<file path="config.mk">
export PLATFORM = sky130hd
export DESIGN_NAME = mepc_save_monitor
export DESIGN_NICKNAME = d
export VERILOG_FILES = /design/src/trap_chk_pkg.sv /design/src/mepc_save_monitor.sv
export SDC_FILE = /design/constraint.sdc
export NUM_CORES = 1
export LEC_CHECK = 0
export BUFFER_PORTS_ARGS = -buffer_cell sky130_fd_sc_hd__buf_2
export CORE_ASPECT_RATIO = 2
export CORE_UTILIZATION = 50
export DETAILED_ROUTE_END_ITERATION = 8
export HOLD_SLACK_MARGIN = 0.15
export PLACE_DENSITY = 0.77
export RECOVER_POWER = 100
export SYNTH_ARGS = -nofsm -noshare
export SYNTH_HDL_FRONTEND = slang
export SYNTH_SLANG_ARGS = --single-unit
</file>
<file path="constraint.sdc">
create_clock -name clk -period 4.1 [get_ports clk]
set_input_delay 0.615 -clock clk [delete_from_list [all_inputs] [get_ports clk]]
set_output_delay 0.615 -clock clk [all_outputs]
set_load 0.03 [all_outputs]
</file>
<file path="src/trap_chk_pkg.sv">
// Trap-entry checker package with widths, mcause codes, exception kinds and slot states
package trap_chk_pkg;

  ////////////////////
  // Widths
  ////////////////////

  // Instruction addresses and mepc values are full 32 bit words
  localparam int PC_W = 32;

  // Width of the exception code field of mcause
  localparam int EXC_CODE_W = 5;

  // Number of exception kinds tracked by the checker
  localparam int NUM_EXC_KINDS = 5;

  // Program counter of a retiring instruction, also used for mepc
  typedef logic [PC_W-1:0] pc_t;

  // Exception code field as written by the CSR file on a trap
  typedef logic [EXC_CODE_W-1:0] exc_code_t;

  ////////////////////
  // Cause codes
  ////////////////////

  // Instruction access fault raised by the MPU
  localparam exc_code_t EXC_CODE_INSTR_FAULT = exc_code_t'(1);

  // Illegal instruction
  localparam exc_code_t EXC_CODE_ILLEGAL = exc_code_t'(2);

  // EBREAK outside of debug entry
  localparam exc_code_t EXC_CODE_BREAKPOINT = exc_code_t'(3);

  // ECALL from machine mode
  localparam exc_code_t EXC_CODE_ECALL_M = exc_code_t'(11);

  // Instruction fetch bus error, a custom code in the platform range
  localparam exc_code_t EXC_CODE_INSTR_BUS = exc_code_t'(24);

  ////////////////////
  // Exception kinds
  ////////////////////

  // One value per tracked exception kind
  // The numeric value doubles as the bit index in a kind mask
  // EXC_NONE marks a retiring instruction that records nothing
  typedef enum logic [2:0] {
    EXC_MPU     = 3'd0,
    EXC_BUS     = 3'd1,
    EXC_ILLEGAL = 3'd2,
    EXC_ECALL   = 3'd3,
    EXC_EBREAK  = 3'd4,
    EXC_NONE    = 3'd7
  } exc_kind_e;

  // One bit per exception kind, bit i belongs to the kind with value i
  typedef logic [NUM_EXC_KINDS-1:0] kind_mask_t;

  ////////////////////
  // Monitor slots
  ////////////////////

  // Per-kind state of the mepc monitor
  // EMPTY waits for the first save of the kind
  // CAPTURED holds the mepc and waits for the expected PC
  // CHECKED is final until reset
  typedef enum logic [1:0] {
    SLOT_EMPTY    = 2'd0,
    SLOT_CAPTURED = 2'd1,
    SLOT_CHECKED  = 2'd2
  } slot_state_e;

endpackage

</file>
<file path="src/mepc_save_monitor.sv">
// Monitor of the CSR save-cause strobe that captures mepc per exception kind and checks it
`timescale 1ns/10ps

module mepc_save_monitor
  import trap_chk_pkg::*;
(
  input  logic       clk,
  input  logic       rst_ni,

  // Trap save from the CSR file
  input  logic       csr_save_cause_i,
  input  logic       cause_irq_i,
  input  exc_code_t  cause_code_i,
  input  pc_t        mepc_n_i,

  // Expected PCs from the record table
  input  kind_mask_t armed_i,
  input  pc_t        exp_pcs_i [NUM_EXC_KINDS],

  // Sticky results per kind
  output kind_mask_t checked_o,
  output kind_mask_t mismatch_o
);

  exc_kind_e   save_kind;
  kind_mask_t  save_hit;
  kind_mask_t  cap_en;
  kind_mask_t  chk_en;
  slot_state_e state_q [NUM_EXC_KINDS];
  slot_state_e state_d [NUM_EXC_KINDS];
  pc_t         mepc_q  [NUM_EXC_KINDS];

  ////////////////////
  // Cause decode
  ////////////////////

  // Map the mcause code back to the kind that should have trapped
  always_comb begin
    case (cause_code_i)
      EXC_CODE_INSTR_FAULT: save_kind = EXC_MPU;
      EXC_CODE_INSTR_BUS:   save_kind = EXC_BUS;
      EXC_CODE_ILLEGAL:     save_kind = EXC_ILLEGAL;
      EXC_CODE_ECALL_M:     save_kind = EXC_ECALL;
      EXC_CODE_BREAKPOINT:  save_kind = EXC_EBREAK;
      default:              save_kind = EXC_NONE;
    endcase
  end

  // Interrupt saves share the strobe but say nothing about exceptions
  always_comb begin
    save_hit = '0;
    if (csr_save_cause_i && !cause_irq_i && (save_kind != EXC_NONE)) begin
      save_hit = kind_mask_t'(1) << save_kind;
    end
  end

  ////////////////////
  // Slot FSMs
  ////////////////////

  always_comb begin
    for (int k = 0; k < NUM_EXC_KINDS; k++) begin
      cap_en[k]  = save_hit[k] && (state_q[k] == SLOT_EMPTY);
      chk_en[k]  = armed_i[k] && (state_q[k] == SLOT_CAPTURED);
      state_d[k] = state_q[k];
      case (state_q[k])
        SLOT_EMPTY:    if (cap_en[k]) state_d[k] = SLOT_CAPTURED;
        SLOT_CAPTURED: if (chk_en[k]) state_d[k] = SLOT_CHECKED;
        default:       state_d[k] = SLOT_CHECKED;
      endcase
    end
  end

  always_ff @(posedge clk, negedge rst_ni) begin
    if (!rst_ni) begin
      for (int k = 0; k < NUM_EXC_KINDS; k++) begin
        state_q[k] <= SLOT_EMPTY;
      end
      checked_o  <= '0;
      mismatch_o <= '0;
    end else begin
      for (int k = 0; k < NUM_EXC_KINDS; k++) begin
        state_q[k] <= state_d[k];
        // Compare once when the slot moves into CHECKED
        if (chk_en[k]) begin
          checked_o[k]  <= 1'b1;
          mismatch_o[k] <= (mepc_q[k] != exp_pcs_i[k]);
        end
      end
    end
  end

  // Only the first save of each kind is kept
  always_ff @(posedge clk) begin
    for (int k = 0; k < NUM_EXC_KINDS; k++) begin
      if (cap_en[k]) begin
        mepc_q[k] <= mepc_n_i;
      end
    end
  end

  // A kind is only reported once the record table has armed it
  a_report_needs_armed : assert property (
    @(posedge clk) disable iff (!rst_ni)
    (((checked_o | mismatch_o) & ~armed_i) == '0)
  ) else $error("result reported for a kind that was never armed");

endmodule

</file>
==> results of run 1 <==
-- flip-flops by register name, indices dropped and copies added (netlist names) --
signal,cells
mepc_q,160
state_q,10
checked_o,5
mismatch_o,5
-- cells in the mapped netlist, drive strengths merged (3+ instances only) --
master	number	area, um2
a21o	5	37.5
a31oi	5	31.3
and3b	6	52.6
dfrtp	20	500
edfxtp	160	4800
mux2i	5	50.1
nand2	3	11.3
nand3	7	35.0
nand4	35	219
nor2	7	26.3
nor2b	4	25.0
nor3	15	75.1
nor4	5	31.3
or2	5	31.3
xnor2	150	1310
xor2	10	87.6
-- routing by layer --
metal  vias up  wire (um)  part of all wire  GRT usage
li1       2130          -                 -          -
met1      2245       6240              0.33      0.274
met2       227      10900              0.57      0.491
met3        47       1150             0.060     0.0457
met4         0        886             0.046      0.137
met5         -          0                 0          0
-- through the flow --
| step | util | hold slack [ps] |
|---|---|---|
| final | 0.646 | 444 |
| after global routing | 0.646 | 440 |
| after CTS | 0.653 | 436 |
| after detailed placement | 0.611 | 452 |
| after global placement | 0.611 | 447 |
| after floorplan | - | 319 |
-- worst paths after layout --
check	from	to	slack, ps	cells after the start
setup / recovery	cause_code_i[2]	mepc_q[0][104]	1360	5
hold / removal	armed_i[1]	state_q[7]	440	2
setup reg to reg	state_q[2]	mepc_q[0][104]	1550	2
hold reg to reg	checked_o[0]	checked_o[0]	470	1
max in group asynchronous	rst_ni	checked_o[3]	2510	2
min in group asynchronous	rst_ni	state_q[7]	920	2
-- cells by family after synthesis --
kind of cell	Yosys count
compound gates	10
xor+xnor	160
flops	180
mux	5
simple gates	91
-- critical path: cells and delay by family --
kind | cells | cell delay [ps]
buffers and inverters | 2 | 1600
and+or+nand+nor | 3 | 500
-- power breakdown --
part / switching (mW) / total [mW] / internal (mW)
Sequential: 0.0319 / 2.08 / 2.04
Clock: 0.638 / 1.65 / 1.01
Combinational: 0.203 / 0.363 / 0.160
-- area by class of cell --
cell class / count / area, um2 / area share
Clock buffer: 21 / 440 / 0.0475
Sequential cell: 180 / 5310 / 0.572
Timing Repair Buffer: 221 / 1060 / 0.114
Multi-Input combinational cell: 266 / 2060 / 0.223
Tap cell: 192 / 240 / 0.0259
Clock inverter: 11 / 159 / 0.0171
-- repair_timing --
action                    CTS  global route
buffers inserted            0             0
hold endpoints to repair    4             0
hold buffers                1             0
==> impl_metrics.tcl, run 1 <==
set metrics [dict create \
    ys_warn_count 0 \
    synth_edf_count 160 \
    cts_tree "yes" \
    slew_violations 66 \
    yosysSeqAreaShare 0.719 \
    cts_buffers 17 \
    hold_violations 0 \
    critPathMaxStageDelay_ps 1500 \
    syn_area_mm2 0.00738 \
    ir_worst_vdd_mv 0.337 \
    first_iter_violations 274 \
    p_per_area_mw_per_mm2 441 \
    via_per_inst 5.22 \
    synth.distinct_cells 20 \
    fin_crit_sh 0.668 \
    violations "capacitance limit, slew limit" \
    slowest_stage "clkbuf_1" \
    cts.reportedPaths.clkPinSlew_ps 60 \
    die_h_um 174 \
    fin_area_mm2 0.00927 \
    nFillCells 1081 \
    drt_pass1_iterations 4 \
    cts_num_sinks 180 \
    timing_worst_setup_path_type "primary input to flop" \
    root_buffer "clkbuf_16" \
    wl_per_cell_um 21.5 \
    gp_congestion 0.857 \
    max_freq_mhz 365 \
    end_kind "flop" \
    synthFlopType "edfxtp_1" \
    critical_path.startpoint_type "primary input" \
    nets 892 \
    outcome "complete, but fails checks" \
    die_w_um 87.9 \
    place_inst 858 \
    power_leakage_nw 3.29 \
    synth_top_family_by_area "XOR/XNOR gates" \
    post_cts_resized 0 \
    final_common_cell "buf_2" \
    drive_above_1_share 0.295 \
    fin_skew_ps 7.42 \
    io_buffers 215 \
    max_slew_margin -0.377 \
    tightest_slew_ps 2070 \
    grt_antenna_before_repair 0 \
    synth-async-reset-ratio 0.111 \
    hpwl_mm 14.8 \
    cp_max_fo 32 \
    synthSimpleGateAreaFrac 0.0756 \
    ant_nets 0 \
    first_global_vias 5004 \
    worst_skew_pair.late_latency_ps 410 \
    synth_mux_area_frac 0.00678 \
    min_path_type "primary input to flop" \
    vias 4649 \
    clock_tree.htree_level_count 4 \
    setup_ws_ps 1360 \
    diodes 0 \
    io_pins 216 \
    required_ps 4090 \
    yosys_register_bits 180 \
    num_rows 62 \
    dieArea_mm2 0.0153 \
    synth_fa_ha_area_frac 0 \
    finalSetupTns_ps 0 \
    clockBufferDepth 2 \
    synth_compound_area_frac 0.00932 \
    finalWirelength_mm 19.2 \
    rsz0062_at_grt "no" \
    grt_overflow 0 \
    grt_pass1_wl_mm 27.8 \
    initial_core_util 0.514 \
    synth_nets 652 \
    finalPower_mw 4.09 \
    pre_cts_ws_ps 1920 \
    cp_cell_sequence "buf_2 > and4bb_2 > nand2_1 > nor3_1 > clkbuf_1" \
    drc 0 \
    area.growth.synth_to_final_pct 25.5 \
    synth_area_per_cell_um2 16.6 \
    synth_cells 446 \
    placed_cell_area_mm2 0.00876 \
    synth-xor-area-share 0.190 \
    drv_cap 2 \
    final_cells 891 \
    setup_violations 0 \
    grt_start_max_net_pins 33 \
    mostFrequentLayoutCells "buf_2, edfxtp_1, xnor2_1" \
    coreArea_mm2 0.0144 \
    arrival_ps 2730 \
    grt.total_usage 0.265 \
    fin_crit_ps 2740 \
]
Note: power is estimated with default switching activity, not from simulation.
==> run 2, diff against run 1 <==
--- a/config.mk
+++ b/config.mk
@@ -7,10 +7,10 @@
 export LEC_CHECK = 0
 export BUFFER_PORTS_ARGS = -buffer_cell sky130_fd_sc_hd__buf_2
 export CORE_ASPECT_RATIO = 2
-export CORE_UTILIZATION = 50
+export CORE_UTILIZATION = 47
 export DETAILED_ROUTE_END_ITERATION = 8
 export HOLD_SLACK_MARGIN = 0.15
-export PLACE_DENSITY = 0.77
+export PLACE_DENSITY = 0.75
 export RECOVER_POWER = 100
 export SYNTH_ARGS = -nofsm -noshare
 export SYNTH_HDL_FRONTEND = slang
==> constraint.sdc (replaced) <==
create_clock -name clk -period 2.3 [get_ports clk]
set_input_delay 0.345 -clock clk [delete_from_list [all_inputs] [get_ports clk]]
set_output_delay 0.345 -clock clk [all_outputs]
set_load 0.03 [all_outputs]
==> impl_metrics.tcl, run 2 (same netlist as run 1, synthesis figures left out) <==
set metrics [dict create \
    cts_buffers 17 \
    timing_worst_setup_path_type "flop to flop" \
    mostFrequentLayoutCells "buf_2, edfxtp_1, xnor2_1" \
    tightest_slew_ps 1090 \
    grt_start_max_net_pins 33 \
    num_rows 64 \
    setup_ws_ps 438 \
    regMostFlops "mepc_q" \
    vias 4630 \
    worst_r2r_path_depth 2 \
    finalSetupTns_ps 0 \
    io_buffers 215 \
    power_leakage_nw 3.32 \
    cts.reportedPaths.clkPinSlew_ps 70 \
    whs_endpoint "state_q[1]" \
    area.growth.synth_to_final_pct 26.9 \
    nets 896 \
    grt.total_usage 0.251 \
    gp_congestion 0.852 \
    wl_per_cell_um 21.8 \
    largest_reg_flops 160 \
    die_h_um 179 \
    root_buffer "clkbuf_16" \
    nFillCells 1225 \
    timing.reg2reg.setup_slack_ps 440 \
    grt_overflow 0 \
    top_regs "mepc_q x160, state_q x10" \
    drc 0 \
    initial_core_util 0.483 \
    die_w_um 90.6 \
    hold_violations 0 \
    min_from "armed_i[4]" \
    drv_cap 0 \
    hold_slack_ps 168 \
    rsz0062_at_grt "no" \
    clock_tree.htree_level_count 4 \
    place_inst 864 \
    max_slew_margin 0.270 \
    cts_tree "yes" \
    whs_path_depth 2 \
    final_common_cell "buf_2" \
    fin_crit_ps 1860 \
    ant_nets 0 \
    hpwl_mm 15.3 \
    min_path_type "primary input to flop" \
    final_cells 902 \
    coreArea_mm2 0.0153 \
    grt_pass1_wl_mm 27.9 \
    clockBufferDepth 2 \
    arrival_ps 1920 \
    slew_violations 0 \
    outcome "finished, final reports clean" \
    cp_max_fo 32 \
    finalPower_mw 7.29 \
    p_per_area_mw_per_mm2 778 \
    regArea_mm2 0.00531 \
    r2r-start "state_q[2]" \
    r2r-end "mepc_q[0][116]" \
    setup_violations 0 \
    ir_worst_vdd_mv 0.558 \
    required_ps 2350 \
    dieArea_mm2 0.0162 \
    end_kind "flop" \
    io_pins 216 \
    via_per_inst 5.13 \
    finalWirelength_mm 19.7 \
    cts_num_sinks 180 \
    fin_skew_ps 10.8 \
    max_freq_mhz 537 \
    first_iter_violations 245 \
    grt_antenna_before_repair 1 \
    first_global_vias 4898 \
    drt_pass1_iterations 4 \
    drive_above_1_share 0.299 \
    worst_skew_pair.late_latency_ps 440 \
    pre_cts_ws_ps 534 \
    fin_crit_sh 0.809 \
    critical_path.startpoint_type "flop" \
    multi_input_area_mm2 0.00207 \
]
==> run 2: cell count changes in the layout (fill, tap and decap cells not counted), moves of 3 or more <==
cell / change
buf_12: +3
buf_2: -3
buf_4: -3
clkinv_2: -3
dlygate4sd3_1: +4
inv_6: +4
==> run 2: how the worst max path moves through the flow <==
| stage | startpoint | to | depth (start not counted) |
|---|---|---|---|
| 2_1_floorplan | cause_code_i[3] | mepc_q[0][64] | 3 |
| 3_3_place_gp | cause_code_i[3] | mepc_q[0][68] | 5 |
| 3_5_place_dp | cause_code_i[3] | mepc_q[0][68] | 5 |
| 4_1_cts | mepc_q[0][24] | mismatch_o[0] | 4 |
| 5_1_grt | state_q[2] | mepc_q[0][105] | 2 |
| 6_report | state_q[2] | mepc_q[0][116] | 2 |
==> run 2: through the flow <==
step,area [um2],util
final,9370,0.612
after floorplan,7440,-
after detailed placement,8860,0.580
after CTS,9510,0.622
after global routing,9370,0.612
after global placement,8860,0.580
==> run 2: what timing repair did <==
action	4_1_cts	5_1_grt
buffers inserted	0	0
setup endpoints to repair	0	0
endpoints found under the hold margin	28	0
gates resized for setup	0	0
hold buffers	5	0
==> run 2: per-layer routing <==
| metal | wire (um) | track usage |
|---|---|---|
| met5 | 0 | 0 |
| met4 | 1090 | 0.170 |
| met3 | 1010 | 0.0509 |
| met2 | 11000 | 0.464 |
| met1 | 6560 | 0.251 |
==> run 2: cell type report <==
cell class | count | area share
Sequential cell | 180 | 0.566
Multi-Input combinational cell | 266 | 0.221
Timing Repair Buffer | 225 | 0.121
Clock buffer | 21 | 0.0492
Tap cell | 198 | 0.0264
Clock inverter | 11 | 0.0150
Antenna cell | 1 | 0.000267
==> run 2: worst max-delay path: stages (launching register included) <==
cell and delay, ps:
dfrtp_1 420, nor3_1 250, clkbuf_2 800
==> run 2: report_power, final <==
group          total (mW)  internal (mW)  switching, mW
registers            3.70           3.64         0.0601
clock network        2.93           1.68           1.25
logic               0.657          0.291          0.366
